`src/core_pkg.sv`:
```
package core_pkg;

    // data path and address width
    localparam int xlen = 32;

    // instruction id width, one id per fetch attempt
    localparam int id_w = 64;

    // read request to the instruction memory
    typedef struct packed {
        logic [xlen-1:0] addr;
    } mem_req_t;

    // write port, used to load a program while the core is in reset
    typedef struct packed {
        logic            we;
        logic [xlen-1:0] addr;
        logic [xlen-1:0] data;
    } mem_wr_t;

    // fetched word on its way to decode
    typedef struct packed {
        logic            valid;
        logic [xlen-1:0] pc;
        logic [xlen-1:0] inst;
        logic [id_w-1:0] id;
    } fetch_out_t;

    // redirect request from decode back to fetch
    typedef struct packed {
        logic            hazard;
        logic [xlen-1:0] target;
    } redirect_t;

endpackage

```
`src/isa_pkg.sv`:
```
package isa_pkg;

    // major opcodes seen by decode
    typedef enum logic [6:0] {
        op_jal   = 7'b1101111,
        op_imm   = 7'b0010011,
        op_lui   = 7'b0110111,
        op_store = 7'b0100011,
        op_other = 7'b0000000
    } opcode_e;

    // register layout, also carries the I, U and S immediate bits
    typedef struct packed {
        logic [6:0] funct7;
        logic [4:0] rs2;
        logic [4:0] rs1;
        logic [2:0] funct3;
        logic [4:0] rd;
        logic [6:0] opcode;
    } r_fmt_t;

    // jal layout with the scattered offset fields
    typedef struct packed {
        logic       imm20;
        logic [9:0] imm10_1;
        logic       imm11;
        logic [7:0] imm19_12;
        logic [4:0] rd;
        logic [6:0] opcode;
    } j_fmt_t;

    // one instruction word, two views
    typedef union packed {
        r_fmt_t r_fmt;
        j_fmt_t j_fmt;
    } inst_u;

    // decoded entry handed to the next stage
    typedef struct packed {
        logic [core_pkg::xlen-1:0] pc;
        logic [31:0]               id;
        logic [4:0]                rd;
        opcode_e                   kind;
        logic [core_pkg::xlen-1:0] imm;
        logic                      is_jump;
    } dec_inst_t;

endpackage

```
`src/decode_stage.sv`:
```
`timescale 1ns/1ps

module decode_stage (
    input  logic                 clk,
    input  logic                 arst_n,

    input  core_pkg::fetch_out_t fetch_in,
    output logic                 stall,
    output core_pkg::redirect_t  redirect,

    input  logic                 out_stall,
    output logic                 dec_valid,
    output isa_pkg::dec_inst_t   dec_out
);

    import core_pkg::*;
    import isa_pkg::*;

    inst_u           word;
    opcode_e         kind;
    logic [xlen-1:0] imm;
    logic            accept;
    dec_inst_t       dec_next;

    logic            hazard_q;
    logic [xlen-1:0] target_q;

    assign word = fetch_in.inst;

    // held entry blocks the fetch stage only when it cannot leave
    assign stall = dec_valid && out_stall;

    // the cycle of a redirect discards whatever fetch shows
    assign accept = fetch_in.valid && !stall && !hazard_q;

    always_comb begin
        case (word.r_fmt.opcode)
            op_jal:   kind = op_jal;
            op_imm:   kind = op_imm;
            op_lui:   kind = op_lui;
            op_store: kind = op_store;
            default:  kind = op_other;
        endcase
    end

    always_comb begin
        case (kind)
            op_imm: begin
                imm = {{20{word.r_fmt.funct7[6]}}, word.r_fmt.funct7, word.r_fmt.rs2};
            end
            op_lui: begin
                imm = {word.r_fmt.funct7, word.r_fmt.rs2, word.r_fmt.rs1,
                       word.r_fmt.funct3, 12'b0};
            end
            op_store: begin
                imm = {{20{word.r_fmt.funct7[6]}}, word.r_fmt.funct7, word.r_fmt.rd};
            end
            op_jal: begin
                // offset bits reassembled from the J layout
                imm = {{11{word.j_fmt.imm20}}, word.j_fmt.imm20, word.j_fmt.imm19_12,
                       word.j_fmt.imm11, word.j_fmt.imm10_1, 1'b0};
            end
            default: begin
                imm = '0;
            end
        endcase
    end

    always_comb begin
        dec_next.pc      = fetch_in.pc;
        dec_next.id      = fetch_in.id[31:0];
        dec_next.rd      = word.r_fmt.rd;
        dec_next.kind    = kind;
        dec_next.imm     = imm;
        dec_next.is_jump = kind == op_jal;
    end

    always_ff @(posedge clk or negedge arst_n) begin
        if (!arst_n) begin
            dec_valid <= 1'b0;
            hazard_q  <= 1'b0;
        end else begin
            hazard_q <= accept && dec_next.is_jump;
            if (accept) begin
                dec_valid <= 1'b1;
            end else if (!out_stall) begin
                dec_valid <= 1'b0;
            end
        end
    end

    always_ff @(posedge clk) begin
        if (accept) begin
            dec_out  <= dec_next;
            target_q <= fetch_in.pc + imm;
        end
    end

    assign redirect.hazard = hazard_q;
    assign redirect.target = target_q;

endmodule

```
`config.mk`:
```
export PLATFORM = sky130hd
export DESIGN_NAME = decode_stage
export DESIGN_NICKNAME = d
export VERILOG_FILES = /design/src/core_pkg.sv /design/src/isa_pkg.sv /design/src/decode_stage.sv
export SDC_FILE = /design/constraint.sdc
export NUM_CORES = 1
export LEC_CHECK = 0
export ABC_CLOCK_PERIOD_IN_PS = 9700
export BUFFER_PORTS_ARGS = -buffer_cell sky130_fd_sc_hd__buf_2
export CAP_MARGIN = 25
export CORE_MARGIN = 2
export CORE_UTILIZATION = 43
export DETAILED_ROUTE_END_ITERATION = 12
export GPL_ROUTABILITY_DRIVEN = 0
export HOLD_SLACK_MARGIN = 0.12
export PLACE_DENSITY = 0.82
export SLEW_MARGIN = 10
export SYNTH_ARGS = -nofsm -noshare
export SYNTH_HDL_FRONTEND = slang
export SYNTH_SLANG_ARGS = --single-unit
```
`constraint.sdc`:
```
create_clock -name clk -period 9.7 [get_ports clk]
set_input_delay 1.94 -clock clk [delete_from_list [all_inputs] [get_ports clk]]
set_output_delay 1.94 -clock clk [all_outputs]
set_load 0.02 [all_outputs]
```
## After elaboration in Yosys (flattened, before gate mapping)

Index checks and enable logic that the tools add are counted.

| cells by class | value |
|---|---|
| add/subtract/negate cells | 1 |
| equal/unequal tests | 9 |
| multiplexer cells | 4 |
| reduce and logical (&&, ||, !) cells | 6 |

Operators by type and width:

| operator | number |
|---|---|
| 32-bit case mux with 4 select lines | 1 |
| 32-bit adder | 1 |
| 7-bit by 6-bit == test with 1-bit output (second input constant) | 4 |
| 7-bit case mux with 4 select lines | 1 |
| 7-bit by 5-bit == test with 1-bit output (second input constant) | 2 |
| 7-bit == test (second input constant) | 2 |
| 1-bit logical AND | 4 |
| 1-bit logical NOT | 2 |
| 1-bit 2-to-1 mux | 2 |
| 2-bit by 1-bit != test with 1-bit output (second input constant) | 1 |

| word-level totals | value |
|---|---|
| register bits after elaboration | 143 |
| input port bits | 132 |
| output and inout bits | 144 |
| logic and storage cells | 29 |

## Depth between registers and ports, before layout

| logic depth | value |
|---|---|
| word-level depth | 5 |
| mapped depth | 16 |
| depth with buffers taken out | 14 |

## Least setup slack after synthesis

No wires, ideal clock.

| path | value |
|---|---|
| path kind | input to register |
| start | input port out_stall |
| end | register dec_out[0] in the netlist's numbering, enable pin |
| setup time | 0.639 ns |
| arrival time | 7.947 ns |
| data required time | 9.061 ns |
| path slack | 1.114 ns |
| stages on the path | 3 |
| path buffers | 0 |
| path through | nand2_1 inv_1 nor2_1 |

| on the way | value |
|---|---|
| word-level cells in the longest chain between the ends | 4 |

Ends and longest elaborated chain:

| what | RTL line | text |
|---|---|---|
| from (decl) | decode_stage.sv:11 | `input logic out_stall,` |
| 1-bit logical AND | decode_stage.sv:31 | `assign stall = dec_valid && out_stall;` |
| named net stall | decode_stage.sv:8 | `output logic stall,` |
| 1-bit logical NOT | decode_stage.sv:34 | `assign accept = fetch_in.valid && !stall && !hazard_q;` |
| 1-bit logical AND (2 in a row) | decode_stage.sv:34 |  |
| named net accept | decode_stage.sv:22 | `logic accept;` |
| to (signal assigned) | decode_stage.sv:94 | `dec_out <= dec_next;` |
| to (decl) | decode_stage.sv:13 | `output isa_pkg::dec_inst_t dec_out` |

The timed path passes the listed nets, and every way through them passes these cells.
A chain may end at the register's enable or synchronous reset.

==> metrics.md <==
| Metric | Value |
|---|---|
| Post-synthesis simple-gate area fraction | `0.0845` |
| CTS tree | `built` |
| Commonest cells after routing, fill and taps aside | `buf_2, edfxtp_1, a21o_1` |
| Pleak | `3.93 nW` |
| Final min period | `6.11 ns` |
| Mux cell area share after synthesis | `0.00155` |
| H-tree Lvls | `4` |
| First-pass DRT Iterations | `4` |
| Die X | `127 µm` |
| Core area | `14,600 µm²` |
| Vias in the first global route | `4,649` |
| CTS Buf Count | `17` |
| Post-synthesis cell type count | `60` |
| Async S/R FF share, synth | `0.0142` |
| Design area | `8470 µm²` |
| Most common cell after layout, fill and taps aside | `buf_2` |
| Fillers | `1,188` |
| Ant. Diodes | `0` |
| WL per Instance | `17.9 µm` |
| Area occupied by multi-input gates | `2150 µm²` |
| CP required | `9.95 ns` |
| Initial DRC count | `258` |
| Setup crit end kind | `flop` |
| Status | `completed` |
| Synthesis-stage register bit count | `141` |
| Final Hold Vio Count | `0` |
| CP Class | `in2reg` |
| Setup_tns | `0 ns` |
| I/O pins | `276` |
| GRT Residual Overflow | `0` |
| Syn. warnings | `0` |
| Cells on worst reg2reg path | `4` |
| Placed wire-length estimate | `12,500 µm` |
| Main combinational cell family by area after synthesis | `compound AO/OA/AOI/OAI gates` |
| Final Cycle Share | `0.630` |
| Area grow syn2layout | `30.8%` |
| Main synth FF type | `edfxtp_1` |
| EDFF count, synth | `139` |
| RSZ-0062 raised after global routing | `no` |
| Fraction of layout cells with a size suffix above 1 | `0.405` |
| Root Driver | `clkbuf_16` |
| Worst Clk Skew | `0.00489 ns` |
| FF+latch area | `4220 µm²` |
| Hold Path Class | `reg2reg` |
| Starting Density | `0.442` |
| Post-synthesis cell area | `6470 µm²` |
| Hold path cells | `2` |
| Cts repair resizes | `0` |
| Pin count of the biggest net entering global routing | `90` |
| ANT nets after route | `0` |
| Rows | `44` |
| Skew-Pair Late Insertion Delay | `0.41 ns` |
| Chip height | `127 µm` |
| Synth Area in Adders | `0.0630` |
| Total GRT Usage | `0.202` |
| Port-buffer cells | `243` |
| CTS Hold Bufs | `0` |
| Peak VDD IR | `97.0 µV` |
| Clock Sinks | `141` |
| Least-Margin Pin Slew | `0.940 ns` |
| Number of setup buffers added after CTS | `0` |
| First-pass GRT wire length | `24,600 µm` |
| Initial antenna violation count | `1` |
| Vias post-DR | `4,781` |
| PD cells | `176 nW/µm²` |
| Syn Nets | `630` |
| Nets | `882` |
| Clk pin slew, worst setup/hold paths | `0.06 ns` |
| Max-slew violations | `0` |
| Die area | `16,000 µm²` |
| Max Cap Viol | `0` |
| Synthesized instance count | `466` |
| Via-per-instance ratio | `5.23` |
| Fmax | `164 MHz` |
| CP Launch Type | `input pin` |
| Critical Path AT | `6.35 ns` |
| Post-Route WL | `16,400 µm` |
| Sequential element share of the synthesized area | `0.653` |
| Clock Path Buffers | `2` |
| DRC viols | `0` |
| Synth Area in XOR/XNOR | `0.0338` |
| Compound-Gate Fraction of Synth Area | `0.148` |
| # setup viols final | `0` |
| Worst-path fanout max | `12` |
| Post-Syn Area per Cell | `13.9 µm²` |
| Relative slew margins | `0.371` |
| Placed Area | `7890 µm²` |
## through the flow
stage / util / hold slack [ns] / std cells / total power [mW] / setup WS, ns
floorplan: - / 0.534 / 466 / 0.832 / 1.11
global route: 0.578 / 0.527 / 915 / 1.54 / 3.07
finish: 0.578 / 0.502 / 915 / 1.49 / 3.59
global placement: 0.538 / 0.467 / 882 / 0.893 / 3.22
detailed placement: 0.538 / 0.500 / 882 / 0.897 / 3.16
CTS: 0.576 / 0.514 / 914 / 1.50 / 3.58
## metal layers
| metal | vias up | global-route usage | wire [µm] |
|---|---|---|---|
| met3 | 14 | 0.0612 | 1100 |
| li1 | 2311 | - | - |
| met4 | 0 | 0.0530 | 177 |
| met5 | - | 0 | 0 |
| met2 | 167 | 0.367 | 8570 |
| met1 | 2289 | 0.232 | 6520 |
## final timing paths
| path | to | slack, ns | from |
|---|---|---|---|
| max in group asynchronous | dec_valid$_DFFE_PN0P_ | 8.31 | arst_n |
| setup reg to reg | target_q[29]$_DFFE_PP_ | 7.46 | hazard_q$_DFF_PN0_ |
| min in group asynchronous | hazard_q$_DFF_PN0_ | 1.30 | arst_n |
| setup / recovery | target_q[28]$_DFFE_PP_ | 3.59 | fetch_in[70] |
| hold reg to reg | dec_valid$_DFFE_PN0P_ | 0.50 | dec_valid$_DFFE_PN0P_ |
| hold / removal | dec_valid$_DFFE_PN0P_ | 0.50 | dec_valid$_DFFE_PN0P_ |
## cells by family (layout without fill, tap and decap cells)
kind of cell,Yosys count,count (layout)
muxes,1,1
AOI/OAI and AO/OA,135,135
and+or+nand+nor,107,107
adders and majority gates,32,32
buffers and inverters,25,290
DFF,141,141
xor gates and xnor gates,25,25
## cell type report
type / count / share of cell area
timing repair buffer: 248 / 0.150
clock inverter: 15 / 0.0151
clock buffer: 17 / 0.0503
tap: 184 / 0.0272
multi-input combinational: 300 / 0.254
inverter: 10 / 0.00443
sequential: 141 / 0.499
## critical path, cell delays in order
cell and delay, ns:
buf_2 0.12, nor3_1 0.38, o21ai_0 0.16, a21oi_1 0.15, buf_4 0.18, and2_1 0.44, nor2b_1 0.75, a21o_1 0.17
ha_1 0.28, a21o_1 0.22, nor2b_1 0.15, o41ai_1 0.45, o21ai_0 0.21, o211a_1 0.28, o311a_1 0.30, a211oi_2 0.16
## flip-flops by register name, summed over array words and instances (netlist names)
name,cells
dec_out,107
target_q,32
dec_valid,1
hazard_q,1
## power by group
group          switching (mW)  total, mW  internal [mW]  leakage (nW)
Clock                   0.267      0.602          0.335         0.263
Sequential            0.00694      0.715          0.708          1.37
Combinational           0.111      0.170         0.0587          2.30
## cells in the mapped netlist (7+ instances only)
master    instances  area share
nor2_1           28       0.016
nand2_1          25       0.015
o21ai_0          22       0.017
xnor2_1          16       0.022
nand4_1           7      0.0068
o21a_1            9       0.010
a21o_1           37       0.043
ha_1             31       0.060
clkbuf_1         11      0.0064
nor2b_1           9      0.0087
xor2_1            9       0.012
inv_1            10      0.0058
and2_1            7      0.0068
a21oi_1          25       0.019
edfxtp_1        139        0.65
No activity file was read; power rests on OpenSTA's default activity.
