**src/core_pkg.sv**
```systemverilog
package core_pkg;

    // data path and address width
    localparam int xlen = 32;

    // instruction id width, one id per fetch attempt
    localparam int id_w = 64;

    // read request to the instruction memory
    typedef struct packed {
        logic [xlen-1:0] addr;
    } mem_req_t;

    // write port, used to load a program while the core is in reset
    typedef struct packed {
        logic            we;
        logic [xlen-1:0] addr;
        logic [xlen-1:0] data;
    } mem_wr_t;

    // fetched word on its way to decode
    typedef struct packed {
        logic            valid;
        logic [xlen-1:0] pc;
        logic [xlen-1:0] inst;
        logic [id_w-1:0] id;
    } fetch_out_t;

    // redirect request from decode back to fetch
    typedef struct packed {
        logic            hazard;
        logic [xlen-1:0] target;
    } redirect_t;

endpackage

```
**src/fetch_stage.sv**
```systemverilog
`timescale 1ns/1ps

module fetch_stage (
    input  logic                 clk,
    input  logic                 arst_n,

    output logic                 mem_start,
    output core_pkg::mem_req_t   mem_req,
    input  logic                 mem_ready,
    input  logic [31:0]          mem_data,
    input  logic                 mem_data_valid,

    output core_pkg::fetch_out_t fetch_out,
    input  logic                 stall,
    input  core_pkg::redirect_t  redirect
);

    import core_pkg::*;

    typedef enum logic [1:0] {
        wait_ready,
        wait_valid,
        fetched_wait_move
    } state_e;

    state_e          state_q;
    logic [xlen-1:0] pc_q;
    logic [id_w-1:0] id_q;
    // set when a redirect lands on a read already in flight
    logic            stale_q;

    logic [xlen-1:0] saved_pc_q;
    logic [xlen-1:0] saved_inst_q;
    logic [id_w-1:0] saved_id_q;

    logic            arrive;
    logic            start_c;
    logic [xlen-1:0] addr_c;

    // a word for the current pc is on the memory bus
    assign arrive = state_q == wait_valid && mem_data_valid && !stale_q;

    always_comb begin
        fetch_out.valid = !redirect.hazard && (arrive || state_q == fetched_wait_move);
        if (state_q == fetched_wait_move) begin
            fetch_out.pc   = saved_pc_q;
            fetch_out.inst = saved_inst_q;
            fetch_out.id   = saved_id_q;
        end else begin
            fetch_out.pc   = pc_q;
            fetch_out.inst = mem_data;
            fetch_out.id   = id_q;
        end
    end

    // request generation, never issued unless the memory can take it
    always_comb begin
        start_c = 1'b0;
        addr_c  = pc_q;
        if (redirect.hazard) begin
            start_c = 1'b1;
            addr_c  = redirect.target;
        end else begin
            case (state_q)
                wait_ready: begin
                    start_c = 1'b1;
                end
                wait_valid: begin
                    if (stale_q) begin
                        // old word drains, refetch the redirect target
                        start_c = mem_data_valid;
                    end else begin
                        start_c = mem_data_valid && !stall;
                        addr_c  = pc_q + 32'd4;
                    end
                end
                fetched_wait_move: begin
                    start_c = !stall;
                end
                default: begin
                    start_c = 1'b0;
                end
            endcase
        end
        mem_start    = start_c && mem_ready;
        mem_req.addr = addr_c;
    end

    always_ff @(posedge clk or negedge arst_n) begin
        if (!arst_n) begin
            state_q <= wait_ready;
            pc_q    <= '0;
            id_q    <= '0;
            stale_q <= 1'b0;
        end else if (redirect.hazard) begin
            pc_q <= redirect.target;
            id_q <= id_q + 1'b1;
            if (mem_ready) begin
                state_q <= wait_valid;
                stale_q <= 1'b0;
            end else if (state_q == wait_valid) begin
                // target request waits for the pending word
                stale_q <= 1'b1;
            end else begin
                state_q <= wait_ready;
            end
        end else begin
            case (state_q)
                wait_ready: begin
                    if (mem_ready) begin
                        state_q <= wait_valid;
                    end
                end
                wait_valid: begin
                    if (mem_data_valid && stale_q) begin
                        stale_q <= 1'b0;
                    end else if (arrive) begin
                        pc_q    <= pc_q + 32'd4;
                        id_q    <= id_q + 1'b1;
                        state_q <= stall ? fetched_wait_move :
                                   (mem_ready ? wait_valid : wait_ready);
                    end
                end
                fetched_wait_move: begin
                    if (!stall) begin
                        state_q <= mem_ready ? wait_valid : wait_ready;
                    end
                end
                default: begin
                    state_q <= wait_ready;
                end
            endcase
        end
    end

    // keep the word while decode is stalled
    always_ff @(posedge clk) begin
        if (!redirect.hazard && arrive && stall) begin
            saved_pc_q   <= pc_q;
            saved_inst_q <= mem_data;
            saved_id_q   <= id_q;
        end
    end

endmodule

```
**config.mk**
```make
export PLATFORM = sky130hd
export DESIGN_NAME = fetch_stage
export DESIGN_NICKNAME = d
export VERILOG_FILES = /design/src/core_pkg.sv /design/src/fetch_stage.sv
export SDC_FILE = /design/constraint.sdc
export NUM_CORES = 1
export LEC_CHECK = 0
export BUFFER_PORTS_ARGS = -buffer_cell sky130_fd_sc_hd__buf_2
export CORE_MARGIN = 2
export CORE_UTILIZATION = 51
export DETAILED_ROUTE_END_ITERATION = 10
export PLACE_DENSITY_LB_ADDON = 0.2
export SLEW_MARGIN = 15
export SYNTH_ARGS = -nofsm -noshare
export SYNTH_HDL_FRONTEND = slang
export SYNTH_SLANG_ARGS = --single-unit
```
**constraint.sdc**
```tcl
create_clock -name clk -period 18 [get_ports clk]
set_input_delay 3.6 -clock clk [delete_from_list [all_inputs] [get_ports clk]]
set_output_delay 3.6 -clock clk [all_outputs]
set_load 0.005 [all_outputs]
```
* Word-level counts from Yosys, hierarchy flattened
Index checks and enable logic that the tools add are counted.
Storage, ports and cells: bits of input ports 70, bits in registers 227, output and inout port bits 162, logic and storage cells 67
Cells by class: reductions and logical operators 20, $add $sub $neg 2, mux-type cells 30, eq/ne operators 8
Operator list (count):
- 64-bit two-way mux | 4
- 32-bit two-way mux | 7
- 128-bit two-way mux | 1
- 64-bit by 1-bit adder with 64-bit output, second input constant | 1
- 32-bit by 3-bit adder with 32-bit output, second input constant | 1
- 2-bit two-way mux | 8
- 3-bit inequality test, second input constant | 5
- 1-bit logical AND | 8
- 1-bit two-way mux | 8
- 2-bit nonzero test | 4
- 2-bit one-hot mux with 3 select lines | 1
- 3-bit AND reduction | 2
- 5-bit AND reduction | 1
- 1-bit zero test | 3
- 1-bit one-hot mux with 3 select lines | 1
- 2-bit by 1-bit == test with 1-bit output, second input constant | 1
- 2-bit == test, second input constant | 1
- 2-bit zero test | 1
- 2-bit inequality test, second input constant | 1
- 1-bit logical OR | 1

* Logic depth before layout (Yosys ltp)
depth in word-level cells 7, mapped depth 7, gate-level depth less buffers 6

* Worst setup path after synthesis
No wires, ideal clock.
path type input port to flip-flop, start in redirect[32] (netlist bit), end reg saved_id_q[0], enable pin, slack 4.454 ns, path buffers 2, stages 3, arrival 12.774 ns, library setup time 0.772 ns, data required time 17.228 ns, cell sequence clkbuf_1 -> buf_1 -> nor3_1
Between the ends: longest elaborated chain between the ends 3
Ends and longest elaborated chain:
- start, declared | line fetch_stage.sv:15 | input core_pkg::redirect_t redirect
- 1-bit zero test | line fetch_stage.sv:138 | if (!redirect.hazard && arrive && stall) begin
- 1-bit logical AND (2 in a row) | line fetch_stage.sv:138
- end signal, assigned | line fetch_stage.sv:141 | saved_id_q <= id_q;
- end, declared | line fetch_stage.sv:34 | logic [id_w-1:0] saved_id_q;
No other way between the ends. A chain may end at the register's enable or synchronous reset.

==> impl_summary.log <==
[metrics] result of the run: completed
[metrics] number of buffers inserted by port buffering: 231
[metrics] maximum achievable frequency: 115 MHz
[metrics] share of total power in sequential cells: 0.460
[metrics] maximum clock insertion buffer count: 3
[metrics] clock transition time at the flip-flop clock pins of the worst setup and hold paths: 0.06 ns
[metrics] total routing resource utilization after global routing: 0.219
[metrics] starting density of the core: 0.516
[metrics] Hold-fix buffers, CTS: 0
[metrics] cell count after synthesis: 877
[metrics] unique cell type count in the Yosys netlist: 45
[metrics] Post-Synthesis Mean Instance Area: 12.8 um2
[metrics] count of instances resized after the clock tree is built: 0
[metrics] clock latency at the later pin of the worst-skew pair: 0.51 ns
[metrics] post-CTS setup buffers: 0
[metrics] logic gate share of total power: 0.126
[metrics] Tot Pwr: 0.00135 W
[metrics] Core ar.: 21,700 um2
[metrics] Cell Area, Synth: 11,200 um2
[metrics] Slew Limit Headroom: 0.357
[metrics] number of warnings reported in the yosys synthesis log: 0
[metrics] final slew viol count: 0
[metrics] required time of the worst setup path: 14.40 ns
[metrics] Cell Int Power: 0.00102 W
[metrics] global-route wire length before repair: 41,800 um
[metrics] via count: 7,711
[metrics] max-capacitance violation count: 0
[metrics] slowest cell delay on critical path: 0.62 ns
[metrics] async set-or-reset flop fraction in the synthesized netlist: 0.436
[metrics] I/O pin count: 232
[metrics] final WL: 25,600 um
[metrics] routed length per instance: 18.3 um
[metrics] mean number of vias per cell: 5.52
[metrics] setup repair after global routing missed its margin: false
[metrics] maximum ir drop on the vdd rail: 0.0743 mV
[metrics] portion of the post-synthesis area used by sequential elements: 0.565
[metrics] Min-Delay Path Class: reg -> reg
[metrics] Critical Path Sink Type: primary output
[metrics] initial DRC count: 445
[metrics] Die Ht: 152 um
[metrics] Die ar.: 23,100 um2
[metrics] Top cell by count, worst path: sky130_fd_sc_hd__buf_2
[metrics] Sum Neg Setup Slack: 0 ns
[metrics] clock tree skew after final layout: 0.0103 ns
[metrics] detailed-routing iteration count for the pre-antenna-repair pass: 5
[metrics] count of filler cells inserted in the layout: 1,784
[metrics] clock tree from TritonCTS: yes
[metrics] slowest CP cell: sky130_fd_sc_hd__buf_4
[metrics] count of endpoints failing hold in the final timing report: 0
[metrics] Congestion Overflow GR: 0
[metrics] Placement Rows: 54
[metrics] CTS Sinks: 227
[metrics] static leakage power: 5.56 nW
[metrics] period utilisation layout: 0.485
[metrics] clock root buffer: sky130_fd_sc_hd__clkbuf_16
[metrics] CTS buffer count: 25
[metrics] global placement routability congestion: 0.818
[metrics] DIE WIDTH: 152 um
[metrics] initial antenna violation count: 0
[metrics] total inserted antenna cells: 0
[metrics] Synth Register Bits: 227
[metrics] Clock Power Share: 0.414
[metrics] cells along the critical path: buf_2 -> inv_2 -> buf_4 -> mux2_2 -> buf_2
[metrics] setup violation total in the final timing report: 0
[metrics] Data arrival, critical path: 5.13 ns
[metrics] switch share: 0.242
[metrics] Worst Max-Slew Pin Slew: 0.955 ns
[metrics] post-route DRC violation count: 0
[metrics] critical path peak fanout: 65
[metrics] count of flip-flops with a built-in enable after synthesis: 128
[metrics] power per cell area: 99.9 nW/um2
[metrics] type of origin of the critical path: input pin
[metrics] clock period minus worst slack: 8.73 ns
[metrics] DP HPWL: 17,400 um
[metrics] via count of the first global-routing pass: 7,556
[metrics] Area Growth Syn to Fin: 20.6%
[metrics] most frequently used flop master after synthesis: sky130_fd_sc_hd__edfxtp_1
[metrics] kind of critical path: in -> out
[metrics] pin count of the biggest net entering global routing: 66
[metrics] Detail Route Antenna Nets: 0
[metrics] number of levels in the clock H-tree: 1
[metrics] Syn Nets: 949
[metrics] share of cells above drive strength 1: 0.419
[metrics] final net count: 1,171
[metrics] P_sw: 0.000326 W
==> layout make-up <==
type	count	area [um2]	share of cell area
clock buffers	27	633	0.0469
clock inverters	19	269	0.0199
inverters	8	30.0	0.00223
multi-input cells	598	4660	0.346
flip-flops and latches	227	6320	0.469
well taps	280	350	0.0260
repair buffers	239	1220	0.0904
==> metal layers <==
metal | vias up | share of wire | global-route usage
met5 | - | 0 | 0
met4 | 0 | 0.015 | 0.0472
met3 | 27 | 0.056 | 0.0371
met2 | 217 | 0.46 | 0.341
met1 | 3811 | 0.47 | 0.327
li1 | 3656 | - | -
==> critical path, delay by kind of cell <==
kind                   cells  cell delay (ns)
buffers and inverters      4             1.07
muxes                      1             0.41
==> metrics by stage <==
step | setup WS (ns) | hold slack, ns | area [um2] | std cells | util
3_5_place_dp | 9.29 | 0.469 | 12600 | 1352 | 0.580
2_1_floorplan | 4.45 | 0.420 | 11200 | 877 | -
4_1_cts | 9.30 | 0.483 | 13500 | 1398 | 0.622
3_3_place_gp | 9.33 | 0.461 | 12600 | 1352 | 0.580
6_report | 9.27 | 0.479 | 13500 | 1398 | 0.622
5_1_grt | 9.19 | 0.495 | 13500 | 1398 | 0.622
==> state kept, by name (all words and copies together) (netlist names) <==
signal        flops
saved_inst_q     32
saved_pc_q       32
saved_id_q       64
stale_q           1
state_q           2
id_q             64
pc_q             32
==> placed cells by master, fill, tap and decap left out, drive strengths merged, types with 2 or more instances in the layout <==
cell	n
or2	3
nor4	23
a31oi	2
and2	2
o21bai	2
nand2b	3
ha	2
xnor2	62
buf	239
inv	9
a21boi	2
mux2	176
clkinv	11
nor2	42
o21a	2
and4	4
nand2	50
or3	4
nand3	50
and3	12
a21oi	15
o21ai	7
nor3	36
edfxtp	128
bufinv	7
xor2	57
nand4	30
or4	2
dfrtp	99
clkbuf	27
==> logic make-up (layout without fill, tap and decap cells) <==
group / after synthesis / in the layout / share of synthesized area
compound gates: 34 / 34 / 0.0182
xor+xnor: 119 / 119 / 0.0932
fa+ha+maj: 2 / 2 / 0.00224
buf+inv: 52 / 293 / 0.0189
flops: 227 / 227 / 0.565
mux: 176 / 176 / 0.177
simple gates: 267 / 267 / 0.125
==> cells in the mapped netlist, types with 3 or more instances <==
| library cell | count | area (um2) |
|---|---|---|
| sky130_fd_sc_hd__xor2_1 | 57 | 499 |
| sky130_fd_sc_hd__inv_1 | 8 | 30.0 |
| sky130_fd_sc_hd__nand2_1 | 50 | 188 |
| sky130_fd_sc_hd__or2_2 | 3 | 18.8 |
| sky130_fd_sc_hd__nand3_1 | 50 | 250 |
| sky130_fd_sc_hd__edfxtp_1 | 128 | 3840 |
| sky130_fd_sc_hd__and3_1 | 12 | 75.1 |
| sky130_fd_sc_hd__xnor2_1 | 62 | 543 |
| sky130_fd_sc_hd__nor4_1 | 21 | 131 |
| sky130_fd_sc_hd__buf_2 | 7 | 35.0 |
| sky130_fd_sc_hd__and4_1 | 4 | 35.0 |
| sky130_fd_sc_hd__mux2_2 | 176 | 1980 |
| sky130_fd_sc_hd__nor3_1 | 34 | 170 |
| sky130_fd_sc_hd__clkbuf_1 | 34 | 128 |
| sky130_fd_sc_hd__nand2b_1 | 3 | 18.8 |
| sky130_fd_sc_hd__nand4_1 | 29 | 181 |
| sky130_fd_sc_hd__o21ai_0 | 7 | 35.0 |
| sky130_fd_sc_hd__nor2_1 | 42 | 158 |
| sky130_fd_sc_hd__or3_1 | 4 | 25.0 |
| sky130_fd_sc_hd__a21oi_1 | 14 | 70.1 |
| sky130_fd_sc_hd__dfrtp_1 | 99 | 2480 |
==> power by group through the flow <==
| stage | clock network [W] | registers, W | logic [W] |
|---|---|---|---|
| after detailed placement | 0 | 0.000631 | 0.000171 |
| after global placement | 0 | 0.000629 | 0.000169 |
| after CTS | 0.000568 | 0.000620 | 0.000173 |
| after floorplan | 0 | 0.000618 | 0.000105 |
| final | 0.000557 | 0.000620 | 0.000170 |
| after global routing | 0.000588 | 0.000626 | 0.000186 |
==> final timing paths <==
kind | from | to | slack, ns | cells after the start
min in group asynchronous | arst_n | pc_q[16] | 3.07 | 1
max in group asynchronous | arst_n | id_q[47] | 13.75 | 2
min reg2reg | pc_q[12] | saved_pc_q[12] | 0.48 | 0
max | redirect[32] | mem_req[19] | 9.27 | 5
max reg2reg | state_q[1] | id_q[59] | 14.78 | 5
min | pc_q[12] | saved_pc_q[12] | 0.48 | 0
Power figures use the tool's default switching activity.
